==> src/design/pu_spi_params.svh <==
`ifndef PU_SPI_PARAMS_SVH
`define PU_SPI_PARAMS_SVH

// System side word and attribute widths
`define PU_DATA_WIDTH 32
`define PU_ATTR_WIDTH 4

// Serial byte width
`define SPI_DATA_WIDTH 8

// Words held by each queue
`define PU_BUF_SIZE 6

// Flip-flops in each pin synchronizer
`define SPI_SYNC_STAGES 2

`endif

==> src/design/pu_bus_pkg.sv <==
`include "pu_spi_params.svh"

package pu_bus_pkg;

  // One word on the system bus
  typedef logic [`PU_DATA_WIDTH-1:0] pu_word_t;

  // Attribute field that travels with a word
  typedef logic [`PU_ATTR_WIDTH-1:0] pu_attr_t;

  // Set when a read returned a queued word
  localparam int PU_ATTR_VALID = 0;

  // Registered read response
  typedef struct packed {
    pu_word_t data;
    pu_attr_t attr;
  } pu_read_t;

endpackage

==> src/design/spi_types_pkg.sv <==
`include "pu_spi_params.svh"

package spi_types_pkg;

  // One byte on mosi or miso
  typedef logic [`SPI_DATA_WIDTH-1:0] spi_byte_t;

  // Bit position inside a byte
  typedef logic [$clog2(`SPI_DATA_WIDTH)-1:0] spi_bit_cnt_t;

  typedef enum logic {
    IDLE,  // cs high
    SHIFT  // cs low, bits moving
  } spi_state_t;

  // Single cycle pulses from the serial side
  typedef struct packed {
    logic start;
    logic stop;
    logic byte_done;
  } spi_event_t;

endpackage

==> src/design/spi_slave_driver.sv <==
`timescale 1ns/100ps

`include "pu_spi_params.svh"

module spi_slave_driver (
  input  logic                      clk,
  input  logic                      rst,
  input  logic                      sclk,
  input  logic                      mosi,
  input  logic                      cs,
  output logic                      miso,
  input  spi_types_pkg::spi_byte_t  tx_byte,
  output spi_types_pkg::spi_byte_t  rx_byte,
  output spi_types_pkg::spi_event_t event_out
);

  localparam spi_types_pkg::spi_bit_cnt_t LAST_BIT =
    spi_types_pkg::spi_bit_cnt_t'(`SPI_DATA_WIDTH - 1);

  logic [`SPI_SYNC_STAGES-1:0] sclk_sync;
  logic [`SPI_SYNC_STAGES-1:0] mosi_sync;
  logic [`SPI_SYNC_STAGES-1:0] cs_sync;
  logic sclk_q;
  logic cs_q;
  logic sclk_s;
  logic mosi_s;
  logic cs_s;
  logic sclk_rise;
  logic sclk_fall;
  logic cs_rise;
  logic cs_fall;
  logic shifting;

  spi_types_pkg::spi_state_t   state;
  spi_types_pkg::spi_bit_cnt_t bit_cnt;
  spi_types_pkg::spi_byte_t    tx_shift;
  spi_types_pkg::spi_byte_t    rx_shift;

  // Pins enter the clk domain here
  always_ff @(posedge clk or posedge rst) begin
    if (rst) begin
      sclk_sync <= '0;
      mosi_sync <= '0;
      cs_sync   <= '1;  // Deselected while in reset
      sclk_q    <= 1'b0;
      cs_q      <= 1'b1;
    end else begin
      sclk_sync <= {sclk_sync[`SPI_SYNC_STAGES-2:0], sclk};
      mosi_sync <= {mosi_sync[`SPI_SYNC_STAGES-2:0], mosi};
      cs_sync   <= {cs_sync[`SPI_SYNC_STAGES-2:0], cs};
      sclk_q    <= sclk_s;
      cs_q      <= cs_s;
    end
  end

  assign sclk_s = sclk_sync[`SPI_SYNC_STAGES-1];
  assign mosi_s = mosi_sync[`SPI_SYNC_STAGES-1];
  assign cs_s   = cs_sync[`SPI_SYNC_STAGES-1];

  assign sclk_rise = sclk_s & ~sclk_q;
  assign sclk_fall = ~sclk_s & sclk_q;
  assign cs_rise   = cs_s & ~cs_q;
  assign cs_fall   = ~cs_s & cs_q;

  assign shifting = (state == spi_types_pkg::SHIFT);

  always_ff @(posedge clk or posedge rst) begin
    if (rst) begin
      state     <= spi_types_pkg::IDLE;
      bit_cnt   <= '0;
      event_out <= '0;
    end else begin
      event_out <= '0;
      case (state)
        spi_types_pkg::IDLE: begin
          bit_cnt <= '0;
          if (cs_fall) begin
            state           <= spi_types_pkg::SHIFT;
            event_out.start <= 1'b1;
          end
        end
        spi_types_pkg::SHIFT: begin
          if (cs_rise) begin
            state          <= spi_types_pkg::IDLE;
            event_out.stop <= 1'b1;
          end else if (sclk_rise) begin
            bit_cnt <= bit_cnt + 1'b1;  // Wraps to zero after the last bit
            if (bit_cnt == LAST_BIT) begin
              event_out.byte_done <= 1'b1;
            end
          end
        end
        default: state <= spi_types_pkg::IDLE;
      endcase
    end
  end

  // Mode 0: sample on rising sclk, change miso on falling sclk
  always_ff @(posedge clk) begin
    if (!shifting && cs_fall) begin
      tx_shift <= tx_byte;  // First MSB must be out before the first rise
    end else if (shifting && sclk_fall) begin
      if (bit_cnt == '0) begin
        tx_shift <= tx_byte;
      end else begin
        tx_shift <= {tx_shift[`SPI_DATA_WIDTH-2:0], 1'b0};
      end
    end
    if (shifting && sclk_rise) begin
      rx_shift <= {rx_shift[`SPI_DATA_WIDTH-2:0], mosi_s};
    end
  end

  // Holds the complete byte until the next rising edge
  assign rx_byte = rx_shift;

  assign miso = shifting & tx_shift[`SPI_DATA_WIDTH-1];

  // sclk half periods of four clk cycles keep byte ends apart
  a_byte_done_single: assert property (
    @(posedge clk) disable iff (rst)
    event_out.byte_done |=> !event_out.byte_done
  );

endmodule

==> src/design/spi_word_fifo.sv <==
`timescale 1ns/100ps

module spi_word_fifo #(
  parameter int unsigned DEPTH = 4
) (
  input  logic                 clk,
  input  logic                 rst,
  input  logic                 flush,
  input  logic                 push,
  input  logic                 pop,
  input  pu_bus_pkg::pu_word_t wdata,
  output pu_bus_pkg::pu_word_t rdata,
  output logic                 empty,
  output logic                 full
);

  localparam int PTR_W = (DEPTH > 1) ? $clog2(DEPTH) : 1;
  localparam int CNT_W = $clog2(DEPTH + 1);
  localparam logic [PTR_W-1:0] LAST_PTR = PTR_W'(DEPTH - 1);
  localparam logic [CNT_W-1:0] FULL_CNT = CNT_W'(DEPTH);

  pu_bus_pkg::pu_word_t mem [DEPTH];

  logic [PTR_W-1:0] wr_ptr;
  logic [PTR_W-1:0] rd_ptr;
  logic [CNT_W-1:0] count;
  logic push_ok;
  logic pop_ok;

  assign empty = (count == '0);
  assign full  = (count == FULL_CNT);

  assign push_ok = push & ~full & ~flush;
  assign pop_ok  = pop & ~empty & ~flush;

  always_ff @(posedge clk or posedge rst) begin
    if (rst) begin
      wr_ptr <= '0;
      rd_ptr <= '0;
      count  <= '0;
    end else if (flush) begin
      wr_ptr <= '0;
      rd_ptr <= '0;
      count  <= '0;
    end else begin
      if (push_ok) begin
        wr_ptr <= (wr_ptr == LAST_PTR) ? '0 : wr_ptr + 1'b1;
      end
      if (pop_ok) begin
        rd_ptr <= (rd_ptr == LAST_PTR) ? '0 : rd_ptr + 1'b1;
      end
      case ({push_ok, pop_ok})
        2'b10:   count <= count + 1'b1;
        2'b01:   count <= count - 1'b1;
        default: count <= count;  // Both or neither
      endcase
    end
  end

  always_ff @(posedge clk) begin
    if (push_ok) begin
      mem[wr_ptr] <= wdata;
    end
  end

  assign rdata = mem[rd_ptr];  // Head of queue

  a_count_bound: assert property (
    @(posedge clk) disable iff (rst)
    count <= FULL_CNT
  );

endmodule

==> src/design/spi_byte_packer.sv <==
`timescale 1ns/100ps

`include "pu_spi_params.svh"

module spi_byte_packer (
  input  logic                      clk,
  input  logic                      rst,
  input  logic                      flush,
  input  spi_types_pkg::spi_event_t spi_evt,
  input  spi_types_pkg::spi_byte_t  rx_byte,
  output spi_types_pkg::spi_byte_t  tx_byte,
  input  pu_bus_pkg::pu_word_t      tx_word,
  input  logic                      tx_empty,
  output logic                      tx_pop,
  output pu_bus_pkg::pu_word_t      rx_word,
  output logic                      rx_push
);

  localparam int BYTES = `PU_DATA_WIDTH / `SPI_DATA_WIDTH;
  localparam int CNT_W = $clog2(BYTES);
  localparam logic [CNT_W-1:0] LAST_BYTE = CNT_W'(BYTES - 1);

  logic [CNT_W-1:0] byte_cnt;
  logic             active;
  logic             byte_in;
  logic             word_end;
  logic             fetch;

  pu_bus_pkg::pu_word_t tx_hold;
  pu_bus_pkg::pu_word_t rx_asm;
  pu_bus_pkg::pu_word_t next_word;

  assign byte_in  = spi_evt.byte_done & active;
  assign word_end = byte_in & (byte_cnt == LAST_BYTE);

  // At start the driver has just taken byte 0 of the head word.
  // At a word end the next word is fetched before its first byte goes out.
  assign fetch = ~flush & (spi_evt.start | word_end);

  assign next_word = tx_empty ? '0 : tx_word;  // Underflow sends zeros
  assign tx_pop    = fetch & ~tx_empty;

  // Outside a transfer the driver must see the head byte at cs fall
  assign tx_byte = active ? tx_hold[`PU_DATA_WIDTH-1 -: `SPI_DATA_WIDTH]
                          : next_word[`PU_DATA_WIDTH-1 -: `SPI_DATA_WIDTH];

  assign rx_word = {rx_asm[`PU_DATA_WIDTH-`SPI_DATA_WIDTH-1:0], rx_byte};
  assign rx_push = ~flush & word_end;

  always_ff @(posedge clk or posedge rst) begin
    if (rst) begin
      active   <= 1'b0;
      byte_cnt <= '0;
    end else if (flush || spi_evt.stop) begin
      active   <= 1'b0;
      byte_cnt <= '0;  // Partial word is dropped
    end else if (spi_evt.start) begin
      active   <= 1'b1;
      byte_cnt <= '0;
    end else if (byte_in) begin
      byte_cnt <= byte_cnt + 1'b1;
    end
  end

  always_ff @(posedge clk) begin
    if (fetch) begin
      tx_hold <= next_word;
    end else if (byte_in) begin
      tx_hold <= tx_hold << `SPI_DATA_WIDTH;
    end
    if (byte_in) begin
      rx_asm <= rx_word;
    end
  end

endmodule

==> src/design/pu_slave_spi.sv <==
`timescale 1ns/100ps

`include "pu_spi_params.svh"

module pu_slave_spi (
  input  logic                 clk,
  input  logic                 rst,
  input  logic                 signal_cycle,
  input  logic                 signal_wr,
  input  logic                 signal_oe,
  input  pu_bus_pkg::pu_word_t data_in,
  input  pu_bus_pkg::pu_attr_t attr_in,  // Carried for bus compatibility only
  output pu_bus_pkg::pu_word_t data_out,
  output pu_bus_pkg::pu_attr_t attr_out,
  output logic                 flag_start,
  output logic                 flag_stop,
  input  logic                 mosi,
  output logic                 miso,
  input  logic                 sclk,
  input  logic                 cs
);

  spi_types_pkg::spi_event_t spi_evt;
  spi_types_pkg::spi_byte_t  tx_byte;
  spi_types_pkg::spi_byte_t  rx_byte;

  pu_bus_pkg::pu_word_t tx_word;
  pu_bus_pkg::pu_word_t rx_word;
  pu_bus_pkg::pu_word_t rx_rdata;
  pu_bus_pkg::pu_word_t wr_data;
  pu_bus_pkg::pu_read_t read_q;
  pu_bus_pkg::pu_read_t read_next;

  logic tx_empty;
  logic tx_full;
  logic tx_pop;
  logic rx_empty;
  logic rx_full;
  logic rx_push;
  logic rx_pop;
  logic wr_q;

  spi_slave_driver spi_driver (
    .clk      (clk),
    .rst      (rst),
    .sclk     (sclk),
    .mosi     (mosi),
    .cs       (cs),
    .miso     (miso),
    .tx_byte  (tx_byte),
    .rx_byte  (rx_byte),
    .event_out(spi_evt)
  );

  spi_byte_packer byte_packer (
    .clk     (clk),
    .rst     (rst),
    .flush   (signal_cycle),
    .spi_evt (spi_evt),
    .rx_byte (rx_byte),
    .tx_byte (tx_byte),
    .tx_word (tx_word),
    .tx_empty(tx_empty),
    .tx_pop  (tx_pop),
    .rx_word (rx_word),
    .rx_push (rx_push)
  );

  spi_word_fifo #(.DEPTH(`PU_BUF_SIZE)) send_queue (
    .clk  (clk),
    .rst  (rst),
    .flush(signal_cycle),
    .push (wr_q & ~tx_full),  // Writes to a full queue are lost
    .pop  (tx_pop),
    .wdata(wr_data),
    .rdata(tx_word),
    .empty(tx_empty),
    .full (tx_full)
  );

  spi_word_fifo #(.DEPTH(`PU_BUF_SIZE)) receive_queue (
    .clk  (clk),
    .rst  (rst),
    .flush(signal_cycle),
    .push (rx_push & ~rx_full),
    .pop  (rx_pop),
    .wdata(rx_word),
    .rdata(rx_rdata),
    .empty(rx_empty),
    .full (rx_full)
  );

  // Write lands in the send queue one cycle after it is sampled
  always_ff @(posedge clk or posedge rst) begin
    if (rst) begin
      wr_q <= 1'b0;
    end else begin
      wr_q <= signal_wr & ~signal_cycle;
    end
  end

  always_ff @(posedge clk) begin
    if (signal_wr) begin
      wr_data <= data_in;
    end
  end

  assign rx_pop = signal_oe & ~signal_cycle;

  always_comb begin
    read_next = '0;
    if (rx_pop && !rx_empty) begin
      read_next.data = rx_rdata;
      read_next.attr[pu_bus_pkg::PU_ATTR_VALID] = 1'b1;
    end
  end

  always_ff @(posedge clk or posedge rst) begin
    if (rst) begin
      read_q <= '0;
    end else begin
      read_q <= read_next;
    end
  end

  assign data_out   = read_q.data;
  assign attr_out   = read_q.attr;
  assign flag_start = spi_evt.start;
  assign flag_stop  = spi_evt.stop;

  // Empty reads never leak stale queue contents
  a_invalid_read_zero: assert property (
    @(posedge clk) disable iff (rst)
    !attr_out[pu_bus_pkg::PU_ATTR_VALID] |-> (data_out == '0)
  );

endmodule

==> config.mk <==
export PLATFORM = sky130hd
export DESIGN_NAME = pu_slave_spi
export DESIGN_NICKNAME = d
export VERILOG_FILES = /design/src/design/pu_bus_pkg.sv /design/src/design/spi_types_pkg.sv /design/src/design/spi_slave_driver.sv /design/src/design/spi_word_fifo.sv /design/src/design/spi_byte_packer.sv /design/src/design/pu_slave_spi.sv
export VERILOG_INCLUDE_DIRS = /design/src /design/src/design
export SDC_FILE = /design/constraint.sdc
export NUM_CORES = 1
export LEC_CHECK = 0
export BUFFER_PORTS_ARGS = -buffer_cell sky130_fd_sc_hd__buf_2
export CORE_MARGIN = 2
export CORE_UTILIZATION = 55
export DETAILED_ROUTE_END_ITERATION = 6
export GPL_TIMING_DRIVEN = 1
export PLACE_DENSITY = 0.75
export SKIP_CTS_REPAIR_TIMING = 1
export SYNTH_ARGS = -nofsm -noshare
export SYNTH_HDL_FRONTEND = slang
export SYNTH_SLANG_ARGS = --single-unit
==> constraint.sdc <==
create_clock -name clk -period 8.5 [get_ports clk]
set_input_delay 2.55 -clock clk [delete_from_list [all_inputs] [get_ports clk]]
set_output_delay 2.55 -clock clk [all_outputs]
set_load 0.01 [all_outputs]
[Word-level counts from Yosys, hierarchy flattened]
Memories as Yosys holds them, arrays and structs flattened.
Index checks and enable logic that the tools add are counted.
Cells by class
  $add $sub $neg: 10
  reductions and logical operators: 21
  equal/unequal tests: 14
  bitwise gates (word level): 33
  mux-type cells: 46
Operators by type and width (number)
  $mux 32: 4
  $mux 3: 16
  $mux 8: 4
  $and 1x1->1: 22
  $add 3x1->3 const B: 7
  $eq 3x3->1 const B: 7
  $pmux 3 s2: 3
  $mux 1: 14
  $reduce_bool 2->1: 7
  $not 1->1: 10
  $logic_not 3->1: 3
  $reduce_bool 3->1: 3
  $mux 2: 4
  $eq 2x2->1 const B: 3
  $sub 3x1->3 const B: 2
  $eq 2x1->1 const B: 2
  $logic_and 1x1->1: 4
  $add 2x1->2 const B: 1
  $logic_not 1->1: 2
  $ne 2x1->1 const B: 1
  $ne 2x2->1 const B: 1
  $pmux 1 s2: 1
  $reduce_and 2->1: 1
  $logic_or 1x1->1: 1
  $or 1x1->1: 1
Storage, ports and cells
  memories kept: 2
  bits in writable memories: 384
  flip-flop bits (word level): 174
Memories
  receive_queue.mem: words 6, width 32, read ports 1, clocked after memory_dff 0, wr ports 1, RTL line spi_word_fifo.sv:22  | pu_bus_pkg::pu_word_t mem [DEPTH];
  send_queue.mem: words 6, width 32, read ports 1, clocked after memory_dff 0, wr ports 1, RTL line spi_word_fifo.sv:22

[Logic depth before layout (Yosys ltp)]
  depth in word-level cells: 10
  mapped depth: 10

[Hierarchy]
From an unflattened synthesis, not the netlist that was laid out.
Second synthesis, totals
  cells, all modules: 1148
  area, all modules: 21549.4 µm²
By module, submodules not included
  spi_word_fifo at send_queue: cells an instance 398, times used 1, seq. area each 5990.7 µm², area an instance 7752.4 µm²
  spi_word_fifo at receive_queue: cells an instance 396, times used 1, seq. area each 5990.7 µm², area an instance 7739.9 µm²
  spi_byte_packer: cells an instance 168, times used 1, seq. area each 1756.7 µm², area an instance 2593.7 µm²
  pu_slave_spi: cells an instance 117, times used 1, seq. area each 1811.7 µm², area an instance 2304.7 µm²
  spi_slave_driver: cells an instance 69, times used 1, seq. area each 859.6 µm², area an instance 1158.6 µm²

[Worst setup path after synthesis]
No wires, ideal clock.
  path kind: input -> register
  start point: input signal_cycle
  end point: memory send_queue.mem[0][0] (netlist name), enable pin
  arrival: 6.393 ns
  cell stages on the path: 5
  path slack: 1.605 ns
  required time: 7.999 ns
  cells stage by stage: clkbuf_1 inv_1 clkbuf_1 nand3_1 nor4_1
Between the ends
  cells in the longest elaborated chain, start to end: 4
Ends and longest elaborated chain
  start: declaration: RTL line pu_slave_spi.sv:8  | input logic signal_cycle,
  $not 1->1: RTL line spi_word_fifo.sv:33  | assign push_ok = push & ~full & ~flush;
  $and 1x1->1: RTL line spi_word_fifo.sv:33
  $mux 1: RTL line spi_word_fifo.sv:61  | if (push_ok) begin
  $mux 1 (implied by the code): RTL line spi_word_fifo.sv:62  | mem[wr_ptr] <= wdata;
  end: declaration: RTL line spi_word_fifo.sv:22
No other way between the ends.

[Worst setup path in the final report]
  start point: input signal_cycle
  end point: register send_queue.count[2]
Between the ends
  cells in the longest elaborated chain, start to end: 8
  elaborated cells between the ends (all ways): 11
  those cells by class: eq/ne: 2; mux: 2; bitwise: 6; reduce/logical: 1
Ends and longest elaborated chain
  $not 1->1: RTL line spi_word_fifo.sv:33, spi_word_fifo.sv:34, spi_byte_packer.sv:38
  $and 1x1->1: RTL line spi_byte_packer.sv:38  | assign fetch = ~flush & (spi_evt.start | word_end);
  $and 1x1->1: RTL line spi_byte_packer.sv:41  | assign tx_pop = fetch & ~tx_empty;
  $and 1x1->1 (2 in a row): RTL line spi_word_fifo.sv:34  | assign pop_ok = pop & ~empty & ~flush;
  $eq 2x1->1 or $eq 2x2->1 (tied branches): RTL line spi_word_fifo.sv:52  | case ({push_ok, pop_ok})
  $pmux 3 s2: RTL line spi_word_fifo.sv:52
  $mux 3: RTL line spi_word_fifo.sv:41  | end else if (flush) begin
  end signal: assignment: RTL line spi_word_fifo.sv:53  | 2'b10: count <= count + 1'b1;
  end signal: assignment: RTL line spi_word_fifo.sv:54  | 2'b01: count <= count - 1'b1;
  end signal: assignment: RTL line spi_word_fifo.sv:55  | default: count <= count;
  end: declaration: RTL line spi_word_fifo.sv:26  | logic [CNT_W-1:0] count;
Several ways; a longest one is shown, not always the timed one.
A chain may end at the register's enable or synchronous reset.

==> qor.csv <==
metric;value;unit
critical path class;in -> reg;
GRT Total Usage;19.82;%
Synth top cells by count;edfxtp_1 (488), dfrtp_1 (67), mux2i_1 (63);
port bufs;75;
Max Root-Sink Buffers;3;
# rows;71;
Detail Placement HPWL;19960;µm
CTS Buf Count;53;
clk_skew;21.18;ps
Post-Route Setup TNS;0;ps
async set or reset register ratio after synthesis;12.54;%
CP cell instances;buf_2, inv_1, nand3_1, nor2_1, fa_1, a31o_2, a211oi_1, o32a_1;
I/O pins;83;
final slew viol count;0;
final core utilization;63.03;%
core area;37670;µm²
Vias;10043;
area of the mapped netlist;21010;µm²
fmax;204.1;MHz
status;completed;
CTS Sinks;558;
pwr dens;232.7;nW/µm²
Cell variety after synth;57;
final instance area;23740;µm²
Post-Synthesis Cells;1075;
DRT iter0 DRCs;736;
Post-Route WL;37730;µm
EDFF count, synth;488;
synthesized area per cell;19.54;µm²
CP delay by family, top;buffers and inverters;
Tot Pwr;5.524;mW
WP data arrival;5410;ps
root buffer cell;clkbuf_16;
P_leak;7.984;nW
CP Capture Type;register;
RSZ-0062 raised after global routing;no;
Slew headroom;21.78;%
final-report setup violation count;0;
post-route ant nets;0;
placed inst area;21970;µm²
CP bufs+invs;2;
initial antenna violation count;0;
pre-CTS setup slack;3037;ps
slowest cell delay on critical path;570;ps
Worst Tran Pin Value;1171;ps
Routed WL per cell;21.83;µm
Seq/Total Area, Yosys;78.11;%
top-count cell post-synth;edfxtp_1;
Final WS setup;3600;ps
Top FF cell, synth;edfxtp_1;
Remaining Overflow, GRT;0;
CP max stage cell;nand3_1;
Startpoint Class;primary input;
Die Y;199.4;µm
fraction of layout cells with a size suffix above 1;23.91;%
Worst-Skew Late Latency;580;ps
die width;199.4;µm
CP Max Fanout;28;
synthesis warning total;0;
ant diodes;0;
post-synth top area cell;edfxtp_1;
crit share post-route;57.65;%
largest net degree at the start of global routing;71;
first-pass GRT wire length;58730;µm
Post-layout nets;1224;
Vias/cell;5.812;
FILL cells;2580;
top cell type's share of synthesized area;69.75;%
starting density of the core;55.78;%
dominant cells by area after synthesis;edfxtp_1 (70%), dfrtp_1 (8.0%), mux4_2 (6.0%);
Final Hold Fails;0;
min Tclk post-route;4900;ps
first-pass detailed-route iteration total;5;
H-tree levels;2;
vias in the first global route;10319;
Max Cap Viol;0;
VDD IR-drop max;223.4;µV
GP Congestion;0.7701;
Synth Register Bits;558;
Worst-path clk slew;60;ps
CTS tree;done;
area grow syn2layout;13.01;%
die area;39780;µm²
WP data required;9010;ps
HP Class;reg -> reg;
DRC viols;0;
-- cells by family after synthesis --
group                    after synthesis  share of synthesized area [%]
AO/OA/AOI/OAI                        109                          4.115
XOR/XNOR                               8                         0.3990
adder cells (fa/ha/maj)                7                         0.4765
buffers and inverters                 67                          1.727
flip-flops                           558                          78.11
multiplexers                         159                          11.18
other                                  1                        0.01785
AND/OR/NAND/NOR                      166                          3.972
-- through the flow --
stage	hold slack, ps	cells
after floorplan	331.2	1077
after global placement	338.2	1630
after detailed placement	337.1	1630
after CTS	348.2	1728
after global routing	363.6	1728
final	347.1	1728
-- report_power, final --
group / internal (mW) / total, mW / switching, mW
clock: 1.39 / 2.36 / 0.977
sequential: 3.01 / 3.05 / 0.0336
combinational: 0.0441 / 0.111 / 0.0670
total: 4.45 / 5.52 / 1.08
-- sequential cells by signal (all words and copies together) (netlist names), 8 cells and up --
register	cells
byte_packer.rx_asm	24
byte_packer.tx_hold	32
wr_data	32
spi_driver.rx_byte	8
data_out	32
receive_queue.mem	192
send_queue.mem	192
spi_driver.tx_shift	8
-- layout make-up --
type                            count  area [µm²]  share of cell area, %
Sequential cell                   558       16420                  69.15
Clock buffer                       65        1441                  6.071
Inverter                           11       42.54                 0.1792
Clock inverter                     33       331.6                  1.397
Tap cell                          511       639.4                  2.693
Timing Repair Buffer               98       548.0                  2.308
Multi-Input combinational cell    452        4322                  18.20
-- worst register-to-register path: cells and delay by family, from the launching register on --
family	cells	cell delay [ps]
flops	1	650
simple gates	3	880
compound gates	4	820
fa+ha+maj	1	440
-- routing by layer --
layer	wire (µm)	GRT usage, %
met5	0	0
met4	968	7.270
met3	2121	3.224
met2	18740	32.17
met1	15900	27.53
-- cells in the final DEF (no fill, tap or decap), types with 6 or more instances in the layout --
master     Yosys  layout
a22o_1        16      16
edfxtp_1     488     488
nand2b_1      16      16
a211oi_1      41      41
clkbuf_16      0      53
nor2b_1        7       7
buf_2         17      75
mux2_1        29      29
a221oi_2       7       7
nand2_1       18      18
mux4_2        56      56
buf_4          8      23
clkinv_1       0       6
mux2i_1       63      63
dfrtp_1       67      63
nor3_1        23      18
nor3_2         2       7
inv_1         11      10
nor2_1        61      58
clkbuf_8       0       7
a21oi_1       15      15
bufinv_16      0       6
clkinv_2       0      14
a41oi_1        7       7
mux2_2         9       9
a31oi_1        8       8
-- worst paths after layout --
kind                                               from                       to  slack (ps)  depth (start not counted)
worst max-delay path                       signal_cycle      send_queue.count[2]        3600                          8
worst min-delay path            spi_driver.sclk_sync[0]  spi_driver.sclk_sync[1]         350                          0
worst max register to register       byte_packer.active      send_queue.count[1]        5570                          8
worst min register to register  spi_driver.sclk_sync[0]  spi_driver.sclk_sync[1]         350                          0
max in group asynchronous                           rst  receive_queue.rd_ptr[0]        5480                          3
min in group asynchronous                           rst  spi_driver.mosi_sync[0]        2240                          3
No activity file was read; power rests on OpenSTA's default activity.
